**src/include/uart_params.svh**
```systemverilog
`ifndef UART_PARAMS_SVH
`define UART_PARAMS_SVH

// register window, word addresses
`define UART_ADDR_W      3
`define UART_DIV         3'd0
`define UART_DATA        3'd1
`define UART_WRITE_WAIT  3'd2
`define UART_READ_VALID  3'd3
`define UART_SOFT_RESET  3'd4
`define UART_RXEN        3'd5

// divider value after reset
`define UART_DIV_RESET   1

// bus word and divider width
`define UART_DIV_W       32

// bit-period counters, divider must stay below 2**UART_CNT_W
`define UART_CNT_W       16

// serial character
`define UART_BYTE_W      8

`endif

```
**src/hw/uart_pkg.sv**
```systemverilog
`default_nettype none

`include "uart_params.svh"

package uart_pkg;

   // byte view of a cpu write word
   typedef struct packed {
      logic [`UART_DIV_W-`UART_BYTE_W-1:0] pad;
      logic [`UART_BYTE_W-1:0]             data;
   } uart_wbyte_t;

   // one bus word, decoded as a divider or as a byte
   typedef union packed {
      logic [`UART_DIV_W-1:0] divider;
      uart_wbyte_t            fields;
   } uart_wdata_u;

   // receiver phases
   typedef enum logic [1:0] {
      RX_IDLE  = 2'd0,
      RX_START = 2'd1,
      RX_DATA  = 2'd2,
      RX_STOP  = 2'd3
   } rx_state_e;

endpackage

`default_nettype wire

```
**src/hw/uart_ctrl_if.sv**
```systemverilog
`timescale 1ns/1ps
`default_nettype none

`include "uart_params.svh"

interface uart_ctrl_if;

   // register side to datapaths
   logic [`UART_DIV_W-1:0]  divider;
   logic                    tx_load;
   logic [`UART_BYTE_W-1:0] tx_byte;
   logic                    rx_read;

   // datapaths back to registers
   logic                    tx_busy;
   logic [`UART_BYTE_W-1:0] rx_byte;
   logic                    rx_valid;
   logic                    rx_hold;

   modport regs (
      output divider, tx_load, tx_byte, rx_read,
      input  tx_busy, rx_byte, rx_valid, rx_hold
   );

   modport tx (input tx_load, tx_byte, output tx_busy);

   modport rx (input rx_read, output rx_byte, rx_valid, rx_hold);

endinterface

`default_nettype wire

```
**src/hw/uart_regs.sv**
```systemverilog
`timescale 1ns/1ps
`default_nettype none

`include "uart_params.svh"

module uart_regs (
   input  wire                         clk,
   input  wire                         rst_int,
   input  wire                         valid,
   input  wire [`UART_ADDR_W-1:0]      address,
   input  wire uart_pkg::uart_wdata_u  wdata,
   input  wire                         wstrb,
   input  wire                         cts,
   output logic [`UART_DIV_W-1:0]      rdata,
   output logic                        ready,
   output logic                        rts,
   output logic                        core_rst,
   uart_ctrl_if.regs                   ctrl
);

   logic       div_we;
   logic       soft_we;
   logic       rxen_we;
   logic       soft_q;
   logic       rx_en;
   logic [1:0] cts_sync;

   ////////////////////////////////////////////////////////////////////////////
   // address decode
   ////////////////////////////////////////////////////////////////////////////

   always_comb begin
      div_we       = 1'b0;
      ctrl.tx_load = 1'b0;
      soft_we      = 1'b0;
      rxen_we      = 1'b0;
      if (valid && wstrb) begin
         case (address)
            `UART_DIV:        div_we       = 1'b1;
            `UART_DATA:       ctrl.tx_load = 1'b1;
            `UART_SOFT_RESET: soft_we      = 1'b1;
            `UART_RXEN:       rxen_we      = 1'b1;
            default:          ;
         endcase
      end
   end

   assign ctrl.tx_byte = wdata.fields.data;

   // a data read frees the receive buffer
   assign ctrl.rx_read = valid && !wstrb && (address == `UART_DATA);

   ////////////////////////////////////////////////////////////////////////////
   // bus ready and reset
   ////////////////////////////////////////////////////////////////////////////

   always_ff @(posedge clk or posedge rst_int) begin
      if (rst_int) begin
         ready    <= 1'b0;
         soft_q   <= 1'b0;
         cts_sync <= 2'b11;
      end else begin
         ready    <= valid;
         soft_q   <= soft_we && wdata.fields.data[0];
         cts_sync <= {cts_sync[0], cts};
      end
   end

   assign core_rst = rst_int | soft_q;

   // divider and receive enable
   always_ff @(posedge clk or posedge core_rst) begin
      if (core_rst) begin
         ctrl.divider <= `UART_DIV_W'(`UART_DIV_RESET);
         rx_en        <= 1'b0;
      end else begin
         if (div_we) begin
            ctrl.divider <= wdata.divider;
         end
         if (rxen_we) begin
            rx_en <= wdata.fields.data[0];
         end
      end
   end

   assign rts = rx_en & ~ctrl.rx_hold;

   // read mux
   always_comb begin
      case (address)
         `UART_DIV:        rdata = ctrl.divider;
         `UART_DATA:       rdata = {24'd0, ctrl.rx_byte};
         `UART_WRITE_WAIT: rdata = {31'd0, ctrl.tx_busy | ~cts_sync[1]};
         `UART_READ_VALID: rdata = {31'd0, ctrl.rx_valid};
         `UART_RXEN:       rdata = {31'd0, rx_en};
         default:          rdata = '0;
      endcase
   end

endmodule

`default_nettype wire

```
**src/hw/uart_baud_timer.sv**
```systemverilog
`timescale 1ns/1ps
`default_nettype none

`include "uart_params.svh"

module uart_baud_timer (
   input  wire                    clk,
   input  wire                    core_rst,
   input  wire                    restart,
   input  wire [`UART_CNT_W-1:0]  divider,
   output logic                   half_tick,
   output logic                   full_tick
);

   // zero means stopped, otherwise 1 .. divider
   logic [`UART_CNT_W-1:0] cnt;
   logic                   active;

   assign active = (cnt != '0);

   // end of a bit period
   assign full_tick = active && (cnt == divider);

   // middle of a bit period, rounded up for odd dividers
   assign half_tick = active && ({cnt, 1'b0} >= {1'b0, divider});

   always_ff @(posedge clk or posedge core_rst) begin
      if (core_rst) begin
         cnt <= '0;
      end else if (restart || full_tick) begin
         cnt <= `UART_CNT_W'(1);
      end else if (active) begin
         cnt <= cnt + 1'b1;
      end
   end

endmodule

`default_nettype wire

```
**src/hw/uart_rx_fsm.sv**
```systemverilog
`timescale 1ns/1ps
`default_nettype none

module uart_rx_fsm (
   input  wire                    clk,
   input  wire                    core_rst,
   input  wire                    rxd,
   input  wire                    half_tick,
   input  wire                    full_tick,
   output logic                   restart,
   output logic                   shift,
   output logic                   done,
   output uart_pkg::rx_state_e    state
);

   import uart_pkg::*;

   logic [2:0] bit_cnt;

   // timer held at the start of a period while idle,
   // then realigned once at the middle of the start bit
   assign restart = (state == RX_IDLE) || ((state == RX_START) && half_tick);

   assign shift = (state == RX_DATA) && full_tick;
   assign done  = (state == RX_STOP) && full_tick;

   always_ff @(posedge clk or posedge core_rst) begin
      if (core_rst) begin
         state   <= RX_IDLE;
         bit_cnt <= '0;
      end else begin
         case (state)
            RX_IDLE: begin
               // falling edge of the start bit
               if (!rxd) begin
                  state <= RX_START;
               end
            end
            RX_START: begin
               if (half_tick) begin
                  state   <= RX_DATA;
                  bit_cnt <= '0;
               end
            end
            RX_DATA: begin
               if (full_tick) begin
                  bit_cnt <= bit_cnt + 1'b1;
                  if (bit_cnt == 3'd7) begin
                     state <= RX_STOP;
                  end
               end
            end
            RX_STOP: begin
               // back to idle in the middle of the stop bit
               if (full_tick) begin
                  state <= RX_IDLE;
               end
            end
            default: state <= RX_IDLE;
         endcase
      end
   end

endmodule

`default_nettype wire

```
**src/hw/uart_rx_buffer.sv**
```systemverilog
`timescale 1ns/1ps
`default_nettype none

`include "uart_params.svh"

module uart_rx_buffer (
   input  wire        clk,
   input  wire        core_rst,
   input  wire        rxd,
   input  wire        shift,
   input  wire        done,
   input  wire        start_seen,
   uart_ctrl_if.rx    ctrl
);

   logic [`UART_BYTE_W-1:0] shreg;

   // lsb arrives first, so shift in from the top
   always_ff @(posedge clk) begin
      if (shift) begin
         shreg <= {rxd, shreg[`UART_BYTE_W-1:1]};
      end
      if (done) begin
         ctrl.rx_byte <= shreg;
      end
   end

   // new events win over a read in the same cycle
   always_ff @(posedge clk or posedge core_rst) begin
      if (core_rst) begin
         ctrl.rx_valid <= 1'b0;
         ctrl.rx_hold  <= 1'b0;
      end else begin
         if (ctrl.rx_read) begin
            ctrl.rx_valid <= 1'b0;
            ctrl.rx_hold  <= 1'b0;
         end
         if (done) begin
            ctrl.rx_valid <= 1'b1;
         end
         if (start_seen) begin
            ctrl.rx_hold <= 1'b1;
         end
      end
   end

endmodule

`default_nettype wire

```
**src/hw/uart_tx_shifter.sv**
```systemverilog
`timescale 1ns/1ps
`default_nettype none

`include "uart_params.svh"

module uart_tx_shifter (
   input  wire        clk,
   input  wire        core_rst,
   input  wire        full_tick,
   output logic       txd,
   uart_ctrl_if.tx    ctrl
);

   // stop, data and start bits, start bit at position 0
   logic [`UART_BYTE_W+1:0] frame;
   logic [3:0]              bit_cnt;

   assign ctrl.tx_busy = (bit_cnt != 4'd0);

   ////////////////////////////////////////////////////////////////////////////
   // frame shifter
   ////////////////////////////////////////////////////////////////////////////

   always_ff @(posedge clk or posedge core_rst) begin
      if (core_rst) begin
         frame   <= '1;
         bit_cnt <= 4'd0;
      end else if (ctrl.tx_load) begin
         // a write during a frame starts over
         frame   <= {1'b1, ctrl.tx_byte, 1'b0};
         bit_cnt <= 4'd10;
      end else if (full_tick && ctrl.tx_busy) begin
         // fill with ones so the line rests high
         frame   <= {1'b1, frame[`UART_BYTE_W+1:1]};
         bit_cnt <= bit_cnt - 1'b1;
      end
   end

   assign txd = frame[0];

endmodule

`default_nettype wire

```
**src/hw/uart_top.sv**
```systemverilog
`timescale 1ns/1ps
`default_nettype none

`include "uart_params.svh"

module uart_top (
   input  wire                      clk,
   input  wire                      rst_int,
   input  wire                      valid,
   input  wire [`UART_ADDR_W-1:0]   address,
   input  wire [`UART_DIV_W-1:0]    wdata,
   input  wire                      wstrb,
   output wire [`UART_DIV_W-1:0]    rdata,
   output wire                      ready,
   output wire                      txd,
   input  wire                      rxd,
   input  wire                      cts,
   output wire                      rts
);

   import uart_pkg::*;

   wire       core_rst;
   wire       tx_full_tick;
   wire       rx_half_tick;
   wire       rx_full_tick;
   wire       rx_restart;
   wire       rx_shift;
   wire       rx_done;
   rx_state_e rx_state;

   // leaving idle on a low line
   wire       start_seen = (rx_state == RX_IDLE) && !rxd;

   uart_ctrl_if ctrl_if ();

   uart_regs uart_regs_i (
      .clk      (clk),
      .rst_int  (rst_int),
      .valid    (valid),
      .address  (address),
      .wdata    (wdata),
      .wstrb    (wstrb),
      .cts      (cts),
      .rdata    (rdata),
      .ready    (ready),
      .rts      (rts),
      .core_rst (core_rst),
      .ctrl     (ctrl_if)
   );

   ////////////////////////////////////////////////////////////////////////////
   // transmit path
   ////////////////////////////////////////////////////////////////////////////

   uart_baud_timer tx_timer_i (
      .clk       (clk),
      .core_rst  (core_rst),
      .restart   (ctrl_if.tx_load),
      .divider   (ctrl_if.divider[`UART_CNT_W-1:0]),
      .half_tick (),
      .full_tick (tx_full_tick)
   );

   uart_tx_shifter uart_tx_shifter_i (
      .clk       (clk),
      .core_rst  (core_rst),
      .full_tick (tx_full_tick),
      .txd       (txd),
      .ctrl      (ctrl_if)
   );

   ////////////////////////////////////////////////////////////////////////////
   // receive path
   ////////////////////////////////////////////////////////////////////////////

   uart_baud_timer rx_timer_i (
      .clk       (clk),
      .core_rst  (core_rst),
      .restart   (rx_restart),
      .divider   (ctrl_if.divider[`UART_CNT_W-1:0]),
      .half_tick (rx_half_tick),
      .full_tick (rx_full_tick)
   );

   uart_rx_fsm uart_rx_fsm_i (
      .clk       (clk),
      .core_rst  (core_rst),
      .rxd       (rxd),
      .half_tick (rx_half_tick),
      .full_tick (rx_full_tick),
      .restart   (rx_restart),
      .shift     (rx_shift),
      .done      (rx_done),
      .state     (rx_state)
   );

   uart_rx_buffer uart_rx_buffer_i (
      .clk        (clk),
      .core_rst   (core_rst),
      .rxd        (rxd),
      .shift      (rx_shift),
      .done       (rx_done),
      .start_seen (start_seen),
      .ctrl       (ctrl_if)
   );

endmodule

`default_nettype wire

```
**config.mk**
```make
export PLATFORM = sky130hd
export DESIGN_NAME = uart_top
export DESIGN_NICKNAME = d
export VERILOG_FILES = /design/src/hw/uart_pkg.sv /design/src/hw/uart_ctrl_if.sv /design/src/hw/uart_regs.sv /design/src/hw/uart_baud_timer.sv /design/src/hw/uart_rx_fsm.sv /design/src/hw/uart_rx_buffer.sv /design/src/hw/uart_tx_shifter.sv /design/src/hw/uart_top.sv
export VERILOG_INCLUDE_DIRS = /design/src /design/src/include
export SDC_FILE = /design/constraint.sdc
export NUM_CORES = 1
export LEC_CHECK = 0
export BUFFER_PORTS_ARGS = -buffer_cell sky130_fd_sc_hd__buf_4
export CORE_AREA = 2 2 150 152
export CTS_CLUSTER_SIZE = 14
export DETAILED_ROUTE_END_ITERATION = 10
export DIE_AREA = 0 0 152 154
export PLACE_DENSITY_LB_ADDON = 0.15
export SYNTH_ARGS = -nofsm -noshare
export SYNTH_HDL_FRONTEND = slang
export SYNTH_HIERARCHICAL = 1
export SYNTH_SLANG_ARGS = --single-unit
```
**constraint.sdc**
```tcl
create_clock -name clk -period 5.15 [get_ports clk]
set_input_delay 0.2575 -clock clk [delete_from_list [all_inputs] [get_ports clk]]
set_output_delay 0.2575 -clock clk [all_outputs]
set_load 0.01 [all_outputs]
```
==> metrics.md, run 1 <==
| Metric | Value |
|---|---|
| Post-DP HPWL | `between 10000 and 15000 µm` |
| Mapped cell area | `6060 µm²` |
| Hold buffers post-CTS | `2` |
| Area Growth Syn to Fin | `17.0%` |
| CTS clk-pin slew, worst paths | `around 0.08 ns` |
| Final setup viols | `0` |
| Dpl cells | `around 900` |
| CP cell instances | `xnor2_1 > nand4_1 > nor4_4 > and2_1 > a21bo_1 > and4_4 > mux2_4` |
| CTS Sinks | `~110` |
| Peak supply drop | `about 160 µV` |
| H-Tree Depth | `3` |
| Slew headroom | `35.0%` |
| Mapped Cells | `563` |
| PortBufs | `75` |
| Vias in the first global route | `about 4500` |
| Pint | `approximately 1.8 mW` |
| Worst-Margin Slew | `~0.97 ns` |
| Clk buf depth | `2` |
| Hold Crit Class | `in -> reg` |
| Placed inst area | `a little under 7000 µm²` |
| Final std cells w/o fill | `approximately 900` |
| NetSw | `about 970 µW` |
| Slowest Stage Delay on Critical Path | `0.86 ns` |
| Wire per inst | `about 17 µm` |
| Ant. Diodes | `0` |
| Tot Pwr | `roughly 2.8 mW` |
| CP Data Required Time | `~5.4 ns` |
| Ports | `76` |
| Share of cells above drive strength 1 | `around a quarter` |
| Die area | `between 20000 and 25000 µm²` |
| Layout net count | `~680` |
| CTS Buf Count | `9` |
| Slowest CP cell | `nor4_4` |
| Max Clock Skew | `between 0.008 and 0.009 ns` |
| Grt ovf | `0` |
| Period utilisation layout | `58.0%` |
| Clk network pwr share | `roughly a quarter` |
| Total track usage | `approximately 14%` |
| Crit path capture type | `register` |
| Startpoint types | `register` |
| Cell area after layout | `just over 7000 µm²` |
| Via-per-instance ratio | `4.79` |
| Fin. Hold Viols | `0` |
| Die Y | `between 150 and 200 µm` |
| Fmax | `0.335 GHz` |
| Commonest non-fill, non-tap cells in the layout | `buf_4 (79), dfrtp_1 (77), xnor2_1 (56)` |
| Switching part of the total | `roughly a third` |
| Commonest non-fill, non-tap cell in the layout | `buf_4` |
| Arr. time, crit path | `between 3 and 4 ns` |
| Placement row count | `54` |
| CTS tree | `built` |
| DRC violation count after routing | `0` |
| Pins Over Slew Limit | `0` |
| Core Util, Final | `32.7%` |
| Routed via count | `~4300` |
| Outcome | `finished clean` |
| Unrepaired setup endpoints after global routing | `no` |
| Synthesized Nets | `~630` |
| Routed Antenna Nets | `0` |
| Initial Util | `about 28%` |
| Comb power frac | `29.4%` |
| Cts repair resizes | `0` |
| Largest net degree at the start of global routing | `40` |
| TNS Setup | `0 ns` |
| Pleak | `approximately 2.9 nW` |
| Minimum clock period | `between 2 and 3 ns` |
| Die X | `152 µm` |
| Max-Cap Viols | `0` |
| Pwr dens | `about 400 nW/µm²` |
| Initial antenna violation count | `0` |
| Clock root buffer | `clkbuf_16` |
| Worst skew pair latency | `0.35 ns` |
| Yosys Warn Count | `6` |
| CP Class | `reg -> reg` |
| First-pass GRT wire length | `~25000 µm` |
| Sequential share of power | `45.1%` |
| DRT iter0 DRCs | `230` |
| Post-CTS setup buffer count | `0` |
| Placer congestion estimate | `a little under 0.8` |
| Routed wire length | `~16000 µm` |
| Core Box Area | `21700 µm²` |
| Syn_area_per_cell | `~11 µm²` |
| DRT Pass-1 Iters | `6` |
| Crit path max fanout | `17` |
[through the flow]
stage                     hold slack (ns)  setup WS [ns]
after global placement              0.170           2.13
after global routing               0.0288           1.97
final                              0.0399           2.16
after floorplan                    0.0221           2.60
after detailed placement            0.177           2.13
after CTS                          0.0259           2.12
[routing by layer]
metal / vias up / track usage, % / wire, µm
met1: 2155 / 18.5 / 7440
met3: 10 / 2.93 / 490
met4: 0 / 2.67 / 142
met2: 62 / 22.5 / 7500
met5: - / 0 / 0
li1: 2086 / - / -
[final timing paths]
kind | start | to | slack (ns) | cells after the start
min in group asynchronous | rst_int | uart_regs_i/ready | 0.37 | 3
hold reg to reg | uart_regs_i/cts_sync[0] | uart_regs_i/cts_sync[1] | 0.36 | 0
setup / recovery | uart_regs_i/ctrl.divider[0] | uart_rx_fsm_i/state[1] | 2.16 | 7
hold / removal | valid | uart_regs_i/ready | 0.04 | 1
max in group asynchronous | rst_int | rx_timer_i/cnt[12] | 3.31 | 6
setup reg to reg | uart_regs_i/ctrl.divider[0] | uart_rx_fsm_i/state[1] | 2.16 | 7
[area by class of cell]
class,count,area [µm²]
Multi-Input combinational cell,376,2940
Clock buffer,10,250
Inverter,43,161
Sequential cell,105,2720
Fill cell,2193,14600
Clock inverter,6,53.8
Tap cell,280,350
Timing Repair Buffer,81,613
[critical path: cells and delay by family, from the launching register on]
| kind | cells | cell delay [ns] |
|---|---|---|
| mux | 1 | 0.29 |
| compound gates | 1 | 0.16 |
| simple gates | 4 | 1.67 |
| flops | 1 | 0.59 |
| xor+xnor | 1 | 0.15 |
[sequential cells by signal (all words and copies together) (netlist names)]
register	count
uart_rx_fsm_i/bit_cnt	3
uart_regs_i/soft_q	1
tx_timer_i/cnt	16
uart_rx_fsm_i/state	2
uart_regs_i/cts_sync	2
uart_rx_buffer_i/shreg	8
uart_tx_shifter_i/frame	9
uart_regs_i/ctrl.divider	32
uart_tx_shifter_i/bit_cnt	4
uart_regs_i/rx_en	1
uart_regs_i/ready	1
uart_rx_buffer_i/ctrl.rx_hold	1
uart_rx_buffer_i/ctrl.rx_valid	1
uart_rx_buffer_i/ctrl.rx_byte	8
rx_timer_i/cnt	16
[power by group through the flow]
stage / registers, mW / clock network (mW) / logic (mW)
2_1_floorplan: 1.16 / 0 / 0.686
3_3_place_gp: 1.26 / 0 / 0.809
3_5_place_dp: 1.27 / 0 / 0.818
4_1_cts: 1.25 / 0.740 / 0.826
5_1_grt: 1.28 / 0.768 / 0.918
6_report: 1.25 / 0.707 / 0.812
Note: power is estimated with default switching activity, not from simulation.
==> run 2, diff against run 1 <==
==> constraint.sdc (replaced) <==
create_clock -name clk -period 3 [get_ports clk]
set_input_delay 0.15 -clock clk [delete_from_list [all_inputs] [get_ports clk]]
set_output_delay 0.15 -clock clk [all_outputs]
set_load 0.01 [all_outputs]
==> run 2 against run 1 <==
- critical path depth up 2
- die area unchanged
- wire length up 0.21%
- highest routed layer unchanged
==> metrics.md, run 2 (synthesis results as in run 1) <==
| Metric | Value |
|---|---|
| Slew headroom | `between 50% and 60%` |
| Biggest register | `uart_regs_i/ctrl.divider` |
| PortBufs | `75` |
| Area Growth Syn to Fin | `19.1%` |
| Pwr dens | `about 660 nW/µm²` |
| Fillers | `2158` |
| Share of cells above drive strength 1 | `a little over a quarter` |
| Max reg flops | `32` |
| Worst-Margin Slew | `0.667 ns` |
| Critical path endpoint | `rx_timer_i/cnt[0]` |
| TNS Setup | `0 ns` |
| Via-per-instance ratio | `approximately 4.8` |
| Pleak | `~3 nW` |
| Ant. Diodes | `0` |
| CTS clk-pin slew, worst paths | `approximately 0.07 ns` |
| Crit path from | `uart_regs_i/ctrl.divider[14]` |
| Layout net count | `approximately 700` |
| Reg2reg start | `uart_regs_i/ctrl.divider[14]` |
| Hold Crit Class | `in -> reg` |
| Die area | `approximately 23000 µm²` |
| Max-Cap Viols | `0` |
| Clock root buffer | `clkbuf_16` |
| Grt ovf | `0` |
| Total track usage | `13.6%` |
| Ports | `between 70 and 80` |
| Max Clock Skew | `around 0.0068 ns` |
| Post-DP HPWL | `about 12000 µm` |
| Outcome | `finished clean` |
| Hold slack | `0.0132 ns` |
| First-pass GRT wire length | `25300 µm` |
| Routed wire length | `roughly 16000 µm` |
| CTS tree | `built` |
| Minimum clock period | `2.82 ns` |
| CP Data Required Time | `~3.3 ns` |
| R2R depth | `9` |
| Arr. time, crit path | `between 3 and 4 ns` |
| Initial antenna violation count | `0` |
| Top Registers | `uart_regs_i/ctrl.divider: 32 flops, rx_timer_i/cnt: 16 flops, tx_timer_i/cnt: 16 flops` |
| Initial Util | `28.0%` |
| Fin. Hold Viols | `0` |
| Reg2reg end | `rx_timer_i/cnt[0]` |
| CTS Buf Count | `9` |
| CP Class | `reg -> reg` |
| Worst skew pair latency | `roughly 0.36 ns` |
| Die Y | `154 µm` |
| Unrepaired setup endpoints after global routing | `no` |
| Wire per inst | `between 15 and 20 µm` |
| Core Util, Final | `between 30% and 40%` |
| Final setup viols | `0` |
| CTS Sinks | `105` |
| Cells on Worst Hold Path | `2` |
| Vias in the first global route | `between 4000 and 5000` |
| Startpoint types | `register` |
| Routed via count | `4417` |
| DRT iter0 DRCs | `between 300 and 400` |
| Period utilisation layout | `between 90% and 100%` |
| Crit path capture type | `register` |
| Crit path max fanout | `18` |
| Flop2flop setup slack | `around 0.18 ns` |
| Peak supply drop | `approximately 260 µV` |
| Die X | `approximately 150 µm` |
| Clk buf depth | `2` |
| Largest net degree at the start of global routing | `40` |
| Placer congestion estimate | `slightly below 0.8` |
| Pins Over Slew Limit | `0` |
| DRC violation count after routing | `0` |
| Fmax | `approximately 0.35 GHz` |
| Commonest non-fill, non-tap cell in the layout | `buf_4` |
| Core Box Area | `21700 µm²` |
| DRT Pass-1 Iters | `5` |
| Placement row count | `54` |
| Routed Antenna Nets | `0` |
| Commonest non-fill, non-tap cells in the layout | `buf_4 (94), dfrtp_1 (77), xnor2_1 (56)` |
| H-Tree Depth | `3` |
-- run 2: cell count changes in the layout (fill, tap and decap cells not counted), sizes merged --
cell,change
clkinv,+1
inv,-2
clkinvlp,+1
dlygate4sd3,+2
buf,+15
-- run 2: where the power goes --
group / internal, mW / switching, mW / total [mW]
Clock: 0.622 / 0.574 / 1.20
Combinational: 0.750 / 0.727 / 1.48
Sequential: 1.74 / 0.373 / 2.11
-- run 2: worst max-delay path, stage by stage, from the launching register on --
cell	delay (ns)
dfrtp_1	0.43
inv_1	0.07
ha_1	0.31
a21o_1	0.18
a211oi_1	0.34
o211ai_1	0.20
o311a_1	0.41
a21o_1	0.37
nand3b_1	0.26
a2bb2oi_2	0.14
-- run 2: area by class of cell --
class / instances / area (µm²) / share of cell area, %
Tap cell: 280 / 350 / 4.85
Multi-Input combinational cell: 376 / 2940 / 40.8
Clock inverter: 6 / 47.5 / 0.658
Clock buffer: 10 / 250 / 3.47
Inverter: 43 / 161 / 2.24
Timing Repair Buffer: 98 / 746 / 10.3
Sequential cell: 105 / 2720 / 37.7
-- run 2: through the flow --
stage               instances  cell area, µm²  power [mW]  setup slack [ns]
detailed placement        898            6880        3.62             0.243
CTS                       918            7220        4.85             0.217
global route              918            7220        5.11            0.0145
finish                    918            7220        4.79             0.177
floorplan                 563            6060        3.17             0.453
global placement          898            6880        3.58             0.320
-- run 2: what timing repair did --
item | 4_1_cts | 5_1_grt
hold buffers | 4 | 0
gates resized for setup | 0 | 0
buffers inserted | 0 | 0
endpoints found under the hold margin | 46 | 0
-- run 2: how the worst min path moves through the flow --
stage	from	endpoint	slack (ns)
after floorplan	rst_int	uart_regs_i/ready	-0.09
after global placement	rst_int	uart_regs_i/soft_q	0.08
after detailed placement	rst_int	uart_regs_i/soft_q	0.08
after CTS	wdata[21]	uart_regs_i/ctrl.divider[21]	0.002
after global routing	wdata[18]	uart_regs_i/ctrl.divider[18]	0.001
final	wdata[18]	uart_regs_i/ctrl.divider[18]	0.01
-- run 2: per-layer routing --
metal | wire length [µm] | up-vias | GRT usage, %
met5 | 0 | - | 0
met4 | 274 | 0 | 4.01
met3 | 619 | 24 | 3.52
met2 | 7440 | 74 | 22.1
met1 | 7270 | 2198 | 17.9
li1 | - | 2121 | -
==> run 3, diff against run 2 <==
--- a/config.mk
+++ b/config.mk
@@ -6,12 +6,13 @@
 export SDC_FILE = /design/constraint.sdc
 export NUM_CORES = 1
 export LEC_CHECK = 0
-export BUFFER_PORTS_ARGS = -buffer_cell sky130_fd_sc_hd__buf_4
+export BUFFER_PORTS_ARGS = -buffer_cell sky130_fd_sc_hd__clkbuf_2
 export CORE_AREA = 2 2 150 152
 export CTS_CLUSTER_SIZE = 14
 export DETAILED_ROUTE_END_ITERATION = 10
 export DIE_AREA = 0 0 152 154
 export PLACE_DENSITY_LB_ADDON = 0.15
+export SLEW_MARGIN = 5
 export SYNTH_ARGS = -nofsm -noshare
 export SYNTH_HDL_FRONTEND = slang
 export SYNTH_HIERARCHICAL = 1
==> run 3 against run 2 <==
- wire length is 1.5% higher
- clock skew is 0.0046 ns higher
- die area did not move
- largest power group unchanged
- highest routed layer unchanged
==> metrics.md, run 3 (synthesis results as in run 1) <==
| Metric | Value |
|---|---|
| Arr. time, crit path | `2.97 ns` |
| Tot Pwr | `approximately 5 mW` |
| Total track usage | `between 10% and 20%` |
| Largest net degree at the start of global routing | `40` |
| Ports | `76` |
| CTS Sinks | `around 110` |
| H-Tree Depth | `3` |
| Max reg flops | `32` |
| Worst-Margin Slew | `between 0.6 and 0.7 ns` |
| Sequential share of power | `approximately 43%` |
| First-pass GRT wire length | `25600 µm` |
| CTS tree | `built` |
| Placement row count | `54` |
| Vias in the first global route | `~4600` |
| Die Y | `~150 µm` |
| NetSw | `between 1.5 and 2 mW` |
| Hold Crit Class | `in -> reg` |
| Initial antenna violation count | `1` |
| Clk buf depth | `2` |
| Commonest non-fill, non-tap cell in the layout | `dfrtp_1` |
| Routed length on met2 | `about 7600 µm` |
| Ant. Diodes | `0` |
| Placer congestion estimate | `0.790` |
| Commonest non-fill, non-tap cells in the layout | `dfrtp_1 (77), clkbuf_2 (75), xnor2_1 (56)` |
| Pins Over Slew Limit | `0` |
| Wire per inst | `~17 µm` |
| DRT iter0 DRCs | `~250` |
| Final setup viols | `0` |
| Met3 WL | `roughly 430 µm` |
| DRT Pass-1 Iters | `5` |
| Via-per-instance ratio | `4.76` |
| Die area | `about 23000 µm²` |
| Layout net count | `around 700` |
| Core Box Area | `around 22000 µm²` |
| Clk network pwr share | `about 27%` |
| Period utilisation layout | `around 91%` |
| Minimum clock period | `~2.7 ns` |
| Share of cells above drive strength 1 | `27.6%` |
| Max Clock Skew | `around 0.011 ns` |
| CP Data Required Time | `between 3 and 4 ns` |
| Post-DP HPWL | `around 12000 µm` |
| M1 WL | `7510 µm` |
| Crit path capture type | `register` |
| Routed wire length | `between 15000 and 20000 µm` |
| TNS Setup | `0 ns` |
| Crit path max fanout | `18` |
| Comb power frac | `a little under a third` |
| Worst skew pair latency | `approximately 0.36 ns` |
| CTS Buf Count | `9` |
| Biggest register | `uart_regs_i/ctrl.divider` |
| PortBufs | `75` |
| Pint | `around 3.2 mW` |
| Initial Util | `around 28%` |
| Startpoint types | `register` |
| Pleak | `about 2.9 nW` |
| Post-CTS setup buffer count | `0` |
| Top Layer Used | `met4` |
| Flop2flop setup slack | `0.28 ns` |
| Die X | `between 150 and 200 µm` |
| Fin. Hold Viols | `0` |
| CP Class | `reg -> reg` |
| Fmax | `approximately 0.37 GHz` |
| Max-Cap Viols | `0` |
| Peak supply drop | `roughly 270 µV` |
| Outcome | `finished clean` |
| Clock root buffer | `clkbuf_16` |
| Routed via count | `4373` |
| CTS clk-pin slew, worst paths | `about 0.080 ns` |
| Top Registers | `uart_regs_i/ctrl.divider: 32 flops, rx_timer_i/cnt: 16 flops, tx_timer_i/cnt: 16 flops` |
| DRC violation count after routing | `0` |
| Routed Antenna Nets | `0` |
| Slew headroom | `a little under three fifths` |
| Unrepaired setup endpoints after global routing | `no` |
| Switching part of the total | `roughly 34%` |
| Grt ovf | `0` |
| Pwr dens | `692 nW/µm²` |
| Area Growth Syn to Fin | `16.4%` |
[run 3: cell types whose count changed in the layout (fill, tap and decap cells not counted)]
cell,before,now
clkinvlp_4,1,0
a21o_2,0,1
dlygate4sd3_1,4,3
a21o_1,5,4
clkbuf_16,10,9
bufinv_16,0,2
buf_4,94,20
clkbuf_2,0,75
[run 3: critical path, cell delays in order, from the launching register on]
cell and delay [ns]:
dfrtp_1 0.44, inv_1 0.07, ha_1 0.32, a21o_1 0.18
a211oi_1 0.32, o211ai_1 0.19, o311a_1 0.41, a21o_2 0.33
nand3b_1 0.22, a2bb2oi_2 0.14
[run 3: worst paths after layout]
kind,from,to,cells after the start
max in group asynchronous,rst_int,tx_timer_i/cnt[14],5
min in group asynchronous,rst_int,uart_regs_i/soft_q,3
worst max register to register,uart_regs_i/ctrl.divider[14],rx_timer_i/cnt[0],9
worst max-delay path,uart_regs_i/ctrl.divider[14],rx_timer_i/cnt[0],9
worst min-delay path,wdata[18],uart_regs_i/ctrl.divider[18],2
worst min register to register,uart_regs_i/cts_sync[0],uart_regs_i/cts_sync[1],0
[run 3: metal layers]
metal  vias up  track usage (%)
li1       2123                -
met1      2166             19.0
met2        62             22.7
met3        22             1.89
met4         0             4.94
met5         -                0
[run 3: power groups by stage]
stage	Combinational, mW	Clock (mW)	Sequential [mW]
2_1_floorplan	1.18	0	1.99
3_3_place_gp	1.42	0	2.14
3_5_place_dp	1.47	0	2.14
4_1_cts	1.48	1.36	2.12
5_1_grt	1.64	1.41	2.17
6_report	1.46	1.31	2.11
[run 3: repair_timing]
item | in CTS | in global routing
hold buffers | 3 | 0
endpoints found under the setup margin | 0 | 1
resized for setup | 0 | 1
endpoints found under the hold margin | 45 | 0
[run 3: through the flow]
stage	cells	instance area (µm²)	setup slack [ns]	utilization (%)	hold WS, ns
3_3_place_gp	899	6700	0.306	30.9	0.0743
2_1_floorplan	563	6060	0.453	-	-0.0854
5_1_grt	918	7060	0.0908	32.5	0.0116
6_report	918	7060	0.275	32.5	0.0183
3_5_place_dp	899	6700	0.176	30.9	0.0764
4_1_cts	918	7060	0.161	32.5	0.00694
[run 3: final cells by class]
class / instances / area, µm²
clock buffers: 9 / 225
clock inverters: 7 / 100
fillers: 2213 / 14600
inverters: 43 / 161
multi-input cells: 376 / 2940
flip-flops and latches: 105 / 2720
well taps: 280 / 350
repair buffers: 98 / 556
